==> src/cpuPkg.sv <==
/* Shared types for the 8-bit core: opcodes, ALU operations, control word,
   instruction views and the register and memory write ports */
package cpuPkg;

    localparam int DATA_W     = 8;                         // Register and memory word
    localparam int REG_ADDR_W = 3;                         // Eight registers
    localparam int PC_W       = 32;
    localparam int PC_STEP    = 4;                         // Bytes per instruction

    // ================================================
    // Encodings
    // ================================================
    typedef enum logic [7:0] {
        OP_LOADI, OP_MOV, OP_ADD, OP_SUB, OP_AND, OP_OR,
        OP_J, OP_BEQ, OP_LWD, OP_LWI, OP_SWD, OP_SWI
    } opcodeE;                                             // 12 to 255 run as no-ops

    typedef enum logic [1:0] {ALU_FWD, ALU_ADD, ALU_AND, ALU_OR} aluOpE;

    typedef enum logic [1:0] {PC_SEQ, PC_JUMP, PC_BEQ} pcSelE;

    typedef struct packed {
        aluOpE aluOp;
        logic  negate;                                     // Two's complement of operand two
        logic  useImm;                                     // Immediate as operand two
        logic  regWe;
        logic  memRd;                                      // Write-back from memory
        logic  memWe;
        pcSelE pcSel;
    } ctrlT;

    // ================================================
    // Instruction word, two overlapping views
    // ================================================
    typedef struct packed {
        opcodeE                opcode;                     // 31:24
        logic [4:0]            rsvd1;
        logic [REG_ADDR_W-1:0] dest;                       // 18:16
        logic [4:0]            rsvd0;
        logic [REG_ADDR_W-1:0] src1;                       // 10:8
        logic [DATA_W-1:0]     src2Imm;                    // Immediate, or src2 in 2:0
    } arithT;

    typedef struct packed {
        opcodeE            opcode;
        logic [DATA_W-1:0] offset;                         // 23:16, in words
        logic [15:0]       unused;
    } branchT;

    typedef union packed {
        arithT  arith;
        branchT branch;
    } instrU;

    typedef struct packed {
        logic                  enable;
        logic [REG_ADDR_W-1:0] addr;
        logic [DATA_W-1:0]     data;
    } regWriteT;

    typedef struct packed {
        logic              enable;
        logic [DATA_W-1:0] addr;
        logic [DATA_W-1:0] data;
    } memWriteT;

endpackage

==> src/instrDecoder.sv <==
/* Opcode to control word table */
`timescale 1ns/100ps

module instrDecoder import cpuPkg::*; (
    input  logic   RESET,
    input  opcodeE opcode,
    output ctrlT   ctrl
);

    // Packs one table row
    function automatic ctrlT mkCtrl(
        input aluOpE aluOp,
        input logic  negate,
        input logic  useImm,
        input logic  regWe,
        input logic  memRd,
        input logic  memWe,
        input pcSelE pcSel
    );
        ctrlT c;
        c.aluOp  = aluOp;
        c.negate = negate;
        c.useImm = useImm;
        c.regWe  = regWe;
        c.memRd  = memRd;
        c.memWe  = memWe;
        c.pcSel  = pcSel;
        return c;
    endfunction

    // ================================================
    // Decode table
    // ================================================
    //                                  alu      neg   imm   rwe   mrd   mwe   pc
    always_comb begin
        ctrl = '0;                                         // No-op word
        if (!RESET) begin
            case (opcode)
                OP_LOADI: ctrl = mkCtrl(ALU_FWD, 1'b0, 1'b1, 1'b1, 1'b0, 1'b0, PC_SEQ);
                OP_MOV:   ctrl = mkCtrl(ALU_FWD, 1'b0, 1'b0, 1'b1, 1'b0, 1'b0, PC_SEQ);
                OP_ADD:   ctrl = mkCtrl(ALU_ADD, 1'b0, 1'b0, 1'b1, 1'b0, 1'b0, PC_SEQ);
                OP_SUB:   ctrl = mkCtrl(ALU_ADD, 1'b1, 1'b0, 1'b1, 1'b0, 1'b0, PC_SEQ);
                OP_AND:   ctrl = mkCtrl(ALU_AND, 1'b0, 1'b0, 1'b1, 1'b0, 1'b0, PC_SEQ);
                OP_OR:    ctrl = mkCtrl(ALU_OR,  1'b0, 1'b0, 1'b1, 1'b0, 1'b0, PC_SEQ);
                // Branches write nothing
                OP_J:     ctrl = mkCtrl(ALU_ADD, 1'b0, 1'b0, 1'b0, 1'b0, 1'b0, PC_JUMP);
                OP_BEQ:   ctrl = mkCtrl(ALU_ADD, 1'b1, 1'b0, 1'b0, 1'b0, 1'b0, PC_BEQ);
                // Loads: address is forwarded operand two
                OP_LWD:   ctrl = mkCtrl(ALU_FWD, 1'b0, 1'b0, 1'b1, 1'b1, 1'b0, PC_SEQ);
                OP_LWI:   ctrl = mkCtrl(ALU_FWD, 1'b0, 1'b1, 1'b1, 1'b1, 1'b0, PC_SEQ);
                // Stores take data from src1
                OP_SWD:   ctrl = mkCtrl(ALU_FWD, 1'b0, 1'b0, 1'b0, 1'b0, 1'b1, PC_SEQ);
                OP_SWI:   ctrl = mkCtrl(ALU_FWD, 1'b0, 1'b1, 1'b0, 1'b0, 1'b1, PC_SEQ);
                default:  ctrl = '0;                       // Unknown opcode
            endcase
        end
    end

endmodule

==> src/regFile.sv <==
/* Eight-entry register file, two read ports and one write port */
`timescale 1ns/100ps

module regFile import cpuPkg::*; (
    input  logic                  CLK,
    input  logic                  RESET,
    input  regWriteT              wr,
    input  logic [REG_ADDR_W-1:0] rdAddr1,
    input  logic [REG_ADDR_W-1:0] rdAddr2,
    output logic [DATA_W-1:0]     rdData1,
    output logic [DATA_W-1:0]     rdData2
);

    localparam int NUM_REGS = 2 ** REG_ADDR_W;

    logic [DATA_W-1:0] regs [NUM_REGS];                    // Architectural registers

    // Reads are combinational
    assign rdData1 = regs[rdAddr1];
    assign rdData2 = regs[rdAddr2];

    // ================================================
    // Clocked write
    // ================================================
    always_ff @(posedge CLK) begin
        if (RESET) begin
            for (int i = 0; i < NUM_REGS; i++) begin
                regs[i] <= '0;                             // All registers to zero
            end
        end else if (wr.enable) begin
            regs[wr.addr] <= wr.data;
        end
    end

endmodule

==> src/executeUnit.sv <==
/* Operand two selection, ALU operations and zero flag */
`timescale 1ns/100ps

module executeUnit import cpuPkg::*; (
    input  ctrlT              ctrl,
    input  logic [DATA_W-1:0] opA,                         // Register src1
    input  logic [DATA_W-1:0] opB,                         // Register src2
    input  logic [DATA_W-1:0] imm,
    output logic [DATA_W-1:0] aluResult,
    output logic              zero
);

    logic [DATA_W-1:0] opBNeg;                             // Two's complement of opB
    logic [DATA_W-1:0] opBSel;                             // After negate mux
    logic [DATA_W-1:0] opTwo;                              // After immediate mux

    assign opBNeg = ~opB + 1'b1;                           // sub and beq run as add
    assign opBSel = ctrl.negate ? opBNeg : opB;
    assign opTwo  = ctrl.useImm ? imm : opBSel;

    // ================================================
    // ALU
    // ================================================
    always_comb begin
        aluResult = opTwo;                                 // Forward by default
        case (ctrl.aluOp)
            ALU_FWD: aluResult = opTwo;                    // loadi, mov, loads, stores
            ALU_ADD: aluResult = opA + opTwo;              // Wraps modulo 256
            ALU_AND: aluResult = opA & opTwo;
            ALU_OR:  aluResult = opA | opTwo;
            default: aluResult = opTwo;
        endcase
    end

    // Equal operands give zero on a subtract
    assign zero = (aluResult == '0);

endmodule

==> src/pcUnit.sv <==
/* Program counter register, branch target and next-PC choice */
`timescale 1ns/100ps

module pcUnit import cpuPkg::*; (
    input  logic              CLK,
    input  logic              RESET,
    input  pcSelE             pcSel,
    input  logic              zero,
    input  logic [DATA_W-1:0] offset,                      // Signed word offset
    output logic [PC_W-1:0]   pc
);

    logic [PC_W-1:0] pcPlus;                               // Sequential address
    logic [PC_W-1:0] offsetExt;                            // Sign-extended, times 4
    logic [PC_W-1:0] target;
    logic [PC_W-1:0] pcNext;

    assign pcPlus    = pc + PC_W'(PC_STEP);
    assign offsetExt = {{(PC_W-DATA_W-2){offset[DATA_W-1]}}, offset, 2'b00};
    assign target    = pcPlus + offsetExt;                 // Relative to next instruction

    // ================================================
    // Next PC
    // ================================================
    always_comb begin
        pcNext = pcPlus;
        case (pcSel)
            PC_JUMP: pcNext = target;                      // Unconditional
            PC_BEQ: begin
                if (zero) begin
                    pcNext = target;                       // Taken when equal
                end
            end
            default: pcNext = pcPlus;
        endcase
    end

    always_ff @(posedge CLK) begin
        if (RESET) begin
            pc <= '0;
        end else begin
            pc <= pcNext;
        end
    end

endmodule

==> src/dataMemory.sv <==
/* Byte-wide data memory, combinational read and clocked write */
`timescale 1ns/100ps

module dataMemory #(
    parameter int DMEM_ADDR_W = 8
) (
    input  logic       CLK,
    input  logic       RESET,
    input  logic       we,
    input  logic [7:0] addr,                               // Low DMEM_ADDR_W bits used
    input  logic [7:0] wrData,
    output logic [7:0] rdData
);

    localparam int DEPTH = 2 ** DMEM_ADDR_W;

    logic [7:0] mem [DEPTH];

    assign rdData = mem[addr[DMEM_ADDR_W-1:0]];            // Same-cycle read

    always_ff @(posedge CLK) begin
        if (RESET) begin
            for (int i = 0; i < DEPTH; i++) begin
                mem[i] <= '0;                              // Clear every byte
            end
        end else if (we) begin
            mem[addr[DMEM_ADDR_W-1:0]] <= wrData;
        end
    end

endmodule

==> src/cpuCore.sv <==
/* Single-cycle core top level: decoder, register file, ALU, data memory,
   PC logic and write-back mux */
`timescale 1ns/100ps

module cpuCore import cpuPkg::*; #(
    parameter int DMEM_ADDR_W = 8
) (
    input  logic            CLK,
    input  logic            RESET,
    input  instrU           instruction,
    output logic [PC_W-1:0] pc,
    output regWriteT        regWrite,                      // Register file write port
    output memWriteT        memWrite                       // Data memory write port
);

    ctrlT              ctrl;
    logic [DATA_W-1:0] rdData1;                            // src1, also store data
    logic [DATA_W-1:0] rdData2;                            // src2
    logic [DATA_W-1:0] aluResult;                          // ALU value or memory address
    logic              zero;
    logic [DATA_W-1:0] rdData;                             // Memory read data

    instrDecoder u_decoder (.RESET(RESET), .opcode(instruction.arith.opcode), .ctrl(ctrl));

    regFile u_regFile (
        .CLK(CLK), .RESET(RESET), .wr(regWrite),
        .rdAddr1(instruction.arith.src1),
        .rdAddr2(instruction.arith.src2Imm[REG_ADDR_W-1:0]),  // src2 in low bits
        .rdData1(rdData1), .rdData2(rdData2)
    );

    executeUnit u_execute (
        .ctrl(ctrl), .opA(rdData1), .opB(rdData2), .imm(instruction.arith.src2Imm),
        .aluResult(aluResult), .zero(zero)
    );

    dataMemory #(.DMEM_ADDR_W(DMEM_ADDR_W)) u_dataMem (
        .CLK(CLK), .RESET(RESET), .we(memWrite.enable), .addr(memWrite.addr),
        .wrData(memWrite.data), .rdData(rdData)
    );

    pcUnit u_pcUnit (
        .CLK(CLK), .RESET(RESET), .pcSel(ctrl.pcSel), .zero(zero),
        .offset(instruction.branch.offset), .pc(pc)
    );

    // ================================================
    // Write ports
    // ================================================
    assign regWrite.enable = ctrl.regWe;
    assign regWrite.addr   = instruction.arith.dest;
    assign regWrite.data   = ctrl.memRd ? rdData : aluResult;  // Load or ALU value
    assign memWrite.enable = ctrl.memWe;
    assign memWrite.addr   = aluResult;
    assign memWrite.data   = rdData1;

endmodule

==> config.mk <==
export PLATFORM = sky130hd
export DESIGN_NAME = cpuCore
export DESIGN_NICKNAME = d
export VERILOG_FILES = /design/src/cpuPkg.sv /design/src/instrDecoder.sv /design/src/regFile.sv /design/src/executeUnit.sv /design/src/pcUnit.sv /design/src/dataMemory.sv /design/src/cpuCore.sv
export SDC_FILE = /design/constraint.sdc
export NUM_CORES = 2
export LEC_CHECK = 0
export BUFFER_PORTS_ARGS = -buffer_cell sky130_fd_sc_hd__buf_2
export CAP_MARGIN = 15
export CORE_UTILIZATION = 30
export CTS_CLUSTER_DIAMETER = 60
export DETAILED_ROUTE_END_ITERATION = 8
export PLACE_DENSITY_LB_ADDON = 0.2
export SETUP_SLACK_MARGIN = 0.02
export SYNTH_ARGS = -nofsm -noshare
export SYNTH_HDL_FRONTEND = slang
export SYNTH_SLANG_ARGS = --single-unit
==> constraint.sdc <==
create_clock -name CLK -period 6 [get_ports CLK]
set_input_delay 0 -clock CLK [delete_from_list [all_inputs] [get_ports CLK]]
set_output_delay 0 -clock CLK [all_outputs]
set_load 0.03 [all_outputs]
# Word level (Yosys, flattened, before mapping)
# Memory sizes are Yosys's and may differ from the RTL's.
# Cells that the tools add are included.
# word_totals
register_bits,32
mem_bits_rw,2112
rom_bits,144
out_inout_bits,61
elab_cells,43
mem_count,3
# op_classes
add_sub_neg,4
eq_ne,5
n_mux,22
bitwise,3
reduce_logical,5
# memory_table
name,words,word_bits,rd,rd_ports_with_merged_regs,wr,line_no,source
u_dataMem.mem,256,8,1,0,256,dataMemory.sv:17,logic [7:0] mem [DEPTH];
(no name shown),16,9,1,0,0,instrDecoder.sv:38,case (opcode)
u_regFile.regs,8,8,2,0,8,regFile.sv:16,logic [DATA_W-1:0] regs [NUM_REGS];
# ops
cell,n
32-bit case mux with 2 select lines,1
8-bit 2-to-1 mux,6
"32-bit by 3-bit adder with 32-bit output, second input constant",1
32-bit adder,1
32-bit 2-to-1 mux,1
8-bit case mux with 4 select lines,1
9-bit 2-to-1 mux,2
8-bit OR reduction,2
1-bit 2-to-1 mux,10
"8-bit by 1-bit adder with 8-bit output, second input constant",1
8-bit adder,1
8-bit bitwise AND,1
8-bit logical NOT,1
8-bit NOT,1
8-bit OR,1
"2-bit equality test, second input constant",3
"2-bit by 1-bit equality test with 1-bit output, second input constant",2
4-bit logical NOT,1
3-bit 2-to-1 mux,1
2-bit logical NOT,1

# Depth between registers and ports, before layout
# depth
word_depth,10
depth_mapped,30

# Cells and area by module
# From an unflattened synthesis, not the netlist that was laid out.
# hier_totals
cells_unflattened,7086
hier_area_um2,102837.4
# modules_own_cells
mod,instances,cells_per_inst,area_each_um2,seq_area_each_um2
dataMemory,1,6267,94688.3,61499.0
regFile,1,222,3525.9,1921.8
pcUnit,1,410,3223.1,600.6
executeUnit,1,154,1098.6,0.0
cpuCore,1,12,153.9,0.0
instrDecoder,1,21,147.6,0.0

# Worst setup path before layout
# OpenSTA, ideal clock, no wires.
# synth_path
path_kind,in2reg
start,input instruction[8] (netlist bit)
end,"memory u_dataMem.mem[46][0], enable pin"
setup_ns,0.375
arrival_time_ns,5.460
t_required_ns,5.625
setup_slack_ns,0.165
path_stages,20
n_path_buf,4
cell_sequence,clkbuf_1 buf_1 mux4_2 mux2_2 buf_1 ha_1 inv_1 fa_1 nor2b_1 o21ai_0 a21boi_0 o21a_1 or4_1 a31o_2 nand2_1 inv_1 nor2_1 nand2_1 clkbuf_1 o21bai_1
# synth_lines
item,line_no,source
"start, declared",cpuCore.sv:10,"input instrU instruction,"
"end, declared",dataMemory.sv:17,

==> flow_summary_export.csv <==
group,metric,value,unit
logic_synthesis,async_reset_ff_share,0,%
power_and_ir_drop,swShare,29.4,%
logic_synthesis,ys_warn_count,0,
power_and_ir_drop,powerDensity,301,nW/um^2
worst_hold_path,hold_class,"in2reg",
final_layout,design_area,129000,sq um
logic_synthesis,synth_adder_area_share,0.647,%
clock_tree,path_clk_slew,60,ps
clock_tree,cts-htree-levels,4,
setup_path,worstPathRequired,6000,ps
power_and_ir_drop,p_int,27.4,mW
detailed_routing,first_pass_iters,9,
final_layout,postLayoutCoreUtil,37.9,%
timing,setup_viol,48,
worst_hold_path,worstHoldStart,"instruction[18]",
timing,period_share,115,%
global_routing,grt_max_degree,156,
clock_tree,root_buffer,"clkbuf_16",
setup_path,arrival,6880,ps
setup_path,critPathLaunchType,"flip-flop",
logic_synthesis,ys_seq_area_share,62.4,%
logic_synthesis,netlist_area,103000,sq um
timing,max_clock_freq,0.145,GHz
clock_tree,clock_sinks,2142,
setup_path,critPathMaxFanout,11,
final_layout,multi_input_area,37400,sq um
die,dieArea,344000,sq um
die,ios,95,
placed_design,place_hpwl,286,mm
die,die_w,587,microns
placed_design,place_inst,14600,
run,maxCapViolations,0,
setup_path,path_delay_family,"compound AO/OA/AOI/OAI gates",
clock_tree,cts_tree,"yes",
logic_synthesis,avgSynthCellArea,10.7,sq um
die,start_util,30.2,%
setup_path,cp_slowest_cell,"mux4_2",
detailed_routing,drtIter0Drc,9580,
timing,final_hold_viol_count,0,
power_and_ir_drop,seqPwrFrac,43.9,%
die,core-area,340000,sq um
detailed_routing,vias,82900,
clock_tree,cts.path.max_buffers,4,
final_layout,final_layout_size_suffix_gt1_share,20.7,%
power_and_ir_drop,power,38.8,mW
logic_synthesis,synth_top_family_by_area,"simple AND/OR/NAND/NOR gates",
power_and_ir_drop,clkPwrFrac,36.9,%
global_routing,grt_pass1_vias,79100,
setup_path,timing.rr.start,"u_regFile.regs[5][1]$_SDFFCE_PN0P_",
timing,rsz0062_at_grt,"true",
setup_path,worst_setup_path_end_kind,"output pin",
die,die_y,587,microns
timing,worst_clock_skew,62.3,ps
setup_path,criticalPathCategory,"reg2out",
final_layout,fin_cells,15100,
setup_path,cp_num_buf_inv,10,
setup_path,critPathLaunch,"u_regFile.regs[5][1]$_SDFFCE_PN0P_",
timing,finalMaxSlewViolations,0,
detailed_routing,post_drt_wl_per_cell,28.1,microns
final_layout,nNetsFinal,10500,
logic_synthesis,synth-edff-count,2112,
detailed_routing,postRouteAntennaNets,0,
power_and_ir_drop,ir_worst_vdd,0.237,mV
placed_design,portBuffers,87,
status,violations,"DRC, setup timing",
placed_design,placed_cell_area,118000,sq um
final_layout,ff_latch_area,64000,sq um
logic_synthesis,synth-main-ff-cell,"edfxtp_1",
logic_synthesis,synth_xor_area_share,0.470,%
setup_path,slowest_delay,540,ps
timing,hold_slack,149,ps
timing,fin_crit,6880,ps
global_routing,antenna_found_initial,15,
status,status,"finished, violations left",
logic_synthesis,synthCells,9544,
placed_design,place_congestion,0.947,
global_routing,grt_overflow_total,0,
clock_tree,insertion_delay,940,ps
power_and_ir_drop,p_comb_share,19.1,%
clock_tree,numCtsBuffers,240,
timing,max_slew_margin,20.7,%
power_and_ir_drop,p_leak,47.8,nW
logic_synthesis,synth_seq_cells,2142,
placed_design,pre_cts_ws,-1140,ps
logic_synthesis,synth_cell_types,92,
detailed_routing,drc,22,
logic_synthesis,synth-simple-area-share,18.7,%
timing,tightestPinTransition,1190,ps
global_routing,grt_pass1_wl,597,mm
logic_synthesis,synth.area.mux_share,2.13,%
logic_synthesis,synth_compound_area_share,11.9,%
final_layout,fillCellCount,33300,
detailed_routing,drt_wl_total,426,mm
detailed_routing,vias_per_cell,5.48,
power_and_ir_drop,p_sw,11.4,mW
global_routing,grtUsageTotal,23.8,%
timing,fin_tns_setup,-9710,ps
die,row_count,214,
final_layout,area_delta_synth_final,25.7,%
timing,worst_slack,-882,ps
## cells in the mapped netlist (55+ instances only)
master	number	area, sq um
nand2_1	1742	6540
o211a_1	245	2450
a311oi_1	297	2600
a211oi_1	316	2370
a21oi_1	62	310
nand3_1	491	2460
nor2_1	2182	8190
buf_2	200	1000
edfxtp_1	2112	63400
nor3_1	55	275
buf_1	90	338
nand2b_1	136	851
a31oi_1	113	707
clkbuf_1	475	1780
o21bai_1	135	1010
mux2i_1	122	1220
## cells by family after synthesis
logic type	Yosys count
muxes	181
AOI/OAI and AO/OA	1511
buffers and inverters	868
DFF	2142
other	1
and+or+nand+nor	4734
adders and majority gates	52
xor gates and xnor gates	55
## layout by cell type (no fill, tap or decap), types with 29 or more instances in the layout
cell / count
nor2_1: 2163
edfxtp_1: 2112
nand2_1: 1733
buf_4: 1038
nand3_1: 472
clkbuf_16: 247
o211a_1: 243
a211oi_1: 235
buf_12: 230
a311oi_1: 214
o21bai_1: 133
nand2b_1: 119
mux2i_1: 117
a31oi_1: 85
buf_2: 78
a311oi_2: 73
a211oi_2: 71
clkinv_1: 69
clkbuf_1: 58
a21oi_1: 55
ha_1: 48
o21ai_0: 44
buf_6: 42
a311o_1: 36
inv_1: 35
nor3_1: 35
mux2_2: 32
xnor2_1: 32
and3_1: 31
o22ai_1: 30
dfxtp_1: 30
a21o_1: 29
clkinv_2: 29
## metal layers
layer / share of wire, % / global-route usage (%) / vias up / routed length (microns)
met5: 0.0077 / 0 / - / 33
met4: 4.3 / 9.16 / 4 / 18300
met3: 8.6 / 4.57 / 734 / 36700
met2: 45 / 37.7 / 3847 / 193000
met1: 42 / 32.3 / 42100 / 177000
li1: - / - / 36200 / -
## flip-flops by register name, summed over array words and instances (netlist names)
name / cells
u_dataMem.mem: 2048
u_regFile.regs: 64
u_pcUnit.pc: 30
## what timing repair did
item	in CTS	in global routing
hold buffers	10	0
cloned	10	4
endpoints found under the hold margin	34	0
pin swaps	54	39
setup endpoints to repair	568	441
buffers inserted	32	20
gates resized for setup	354	186
## final cells by class
cell class	count	share of cell area, %
inverter	51	0.206
clock inverter	128	0.788
timing repair inverter	5	0.0835
antenna	6	0.0116
clock buffer	301	4.89
sequential	2142	49.7
timing repair buffer	1431	10.9
multi-input combinational	6535	29.0
tap	4536	4.40
## power groups by stage
stage	registers, mW	clock network (mW)	logic [mW]
floorplan	17.3	0	3.00
global placement	17.3	0	6.55
detailed placement	17.3	0	6.56
CTS	17.0	14.5	7.05
global route	17.1	15.0	7.65
finish	17.0	14.3	7.42
## worst min-delay path, stage by stage
cell	delay [ps]
buf_2	400
ha_1	260
xor2_1	90
nor2_1	90
a221oi_1	50
nor2_1	90
## final timing paths
kind / endpoint / slack, ps / cells past startpoint
min: u_pcUnit.pc[4]$_SDFF_PP0_ / 150 / 6
max: regWrite[4] / -880 / 30
min reg2reg: u_pcUnit.pc[2]$_SDFF_PP0_ / 630 / 3
max reg2reg: u_regFile.regs[0][4]$_SDFFCE_PN0P_ / -200 / 30
Note: power is estimated with default switching activity, not from simulation.
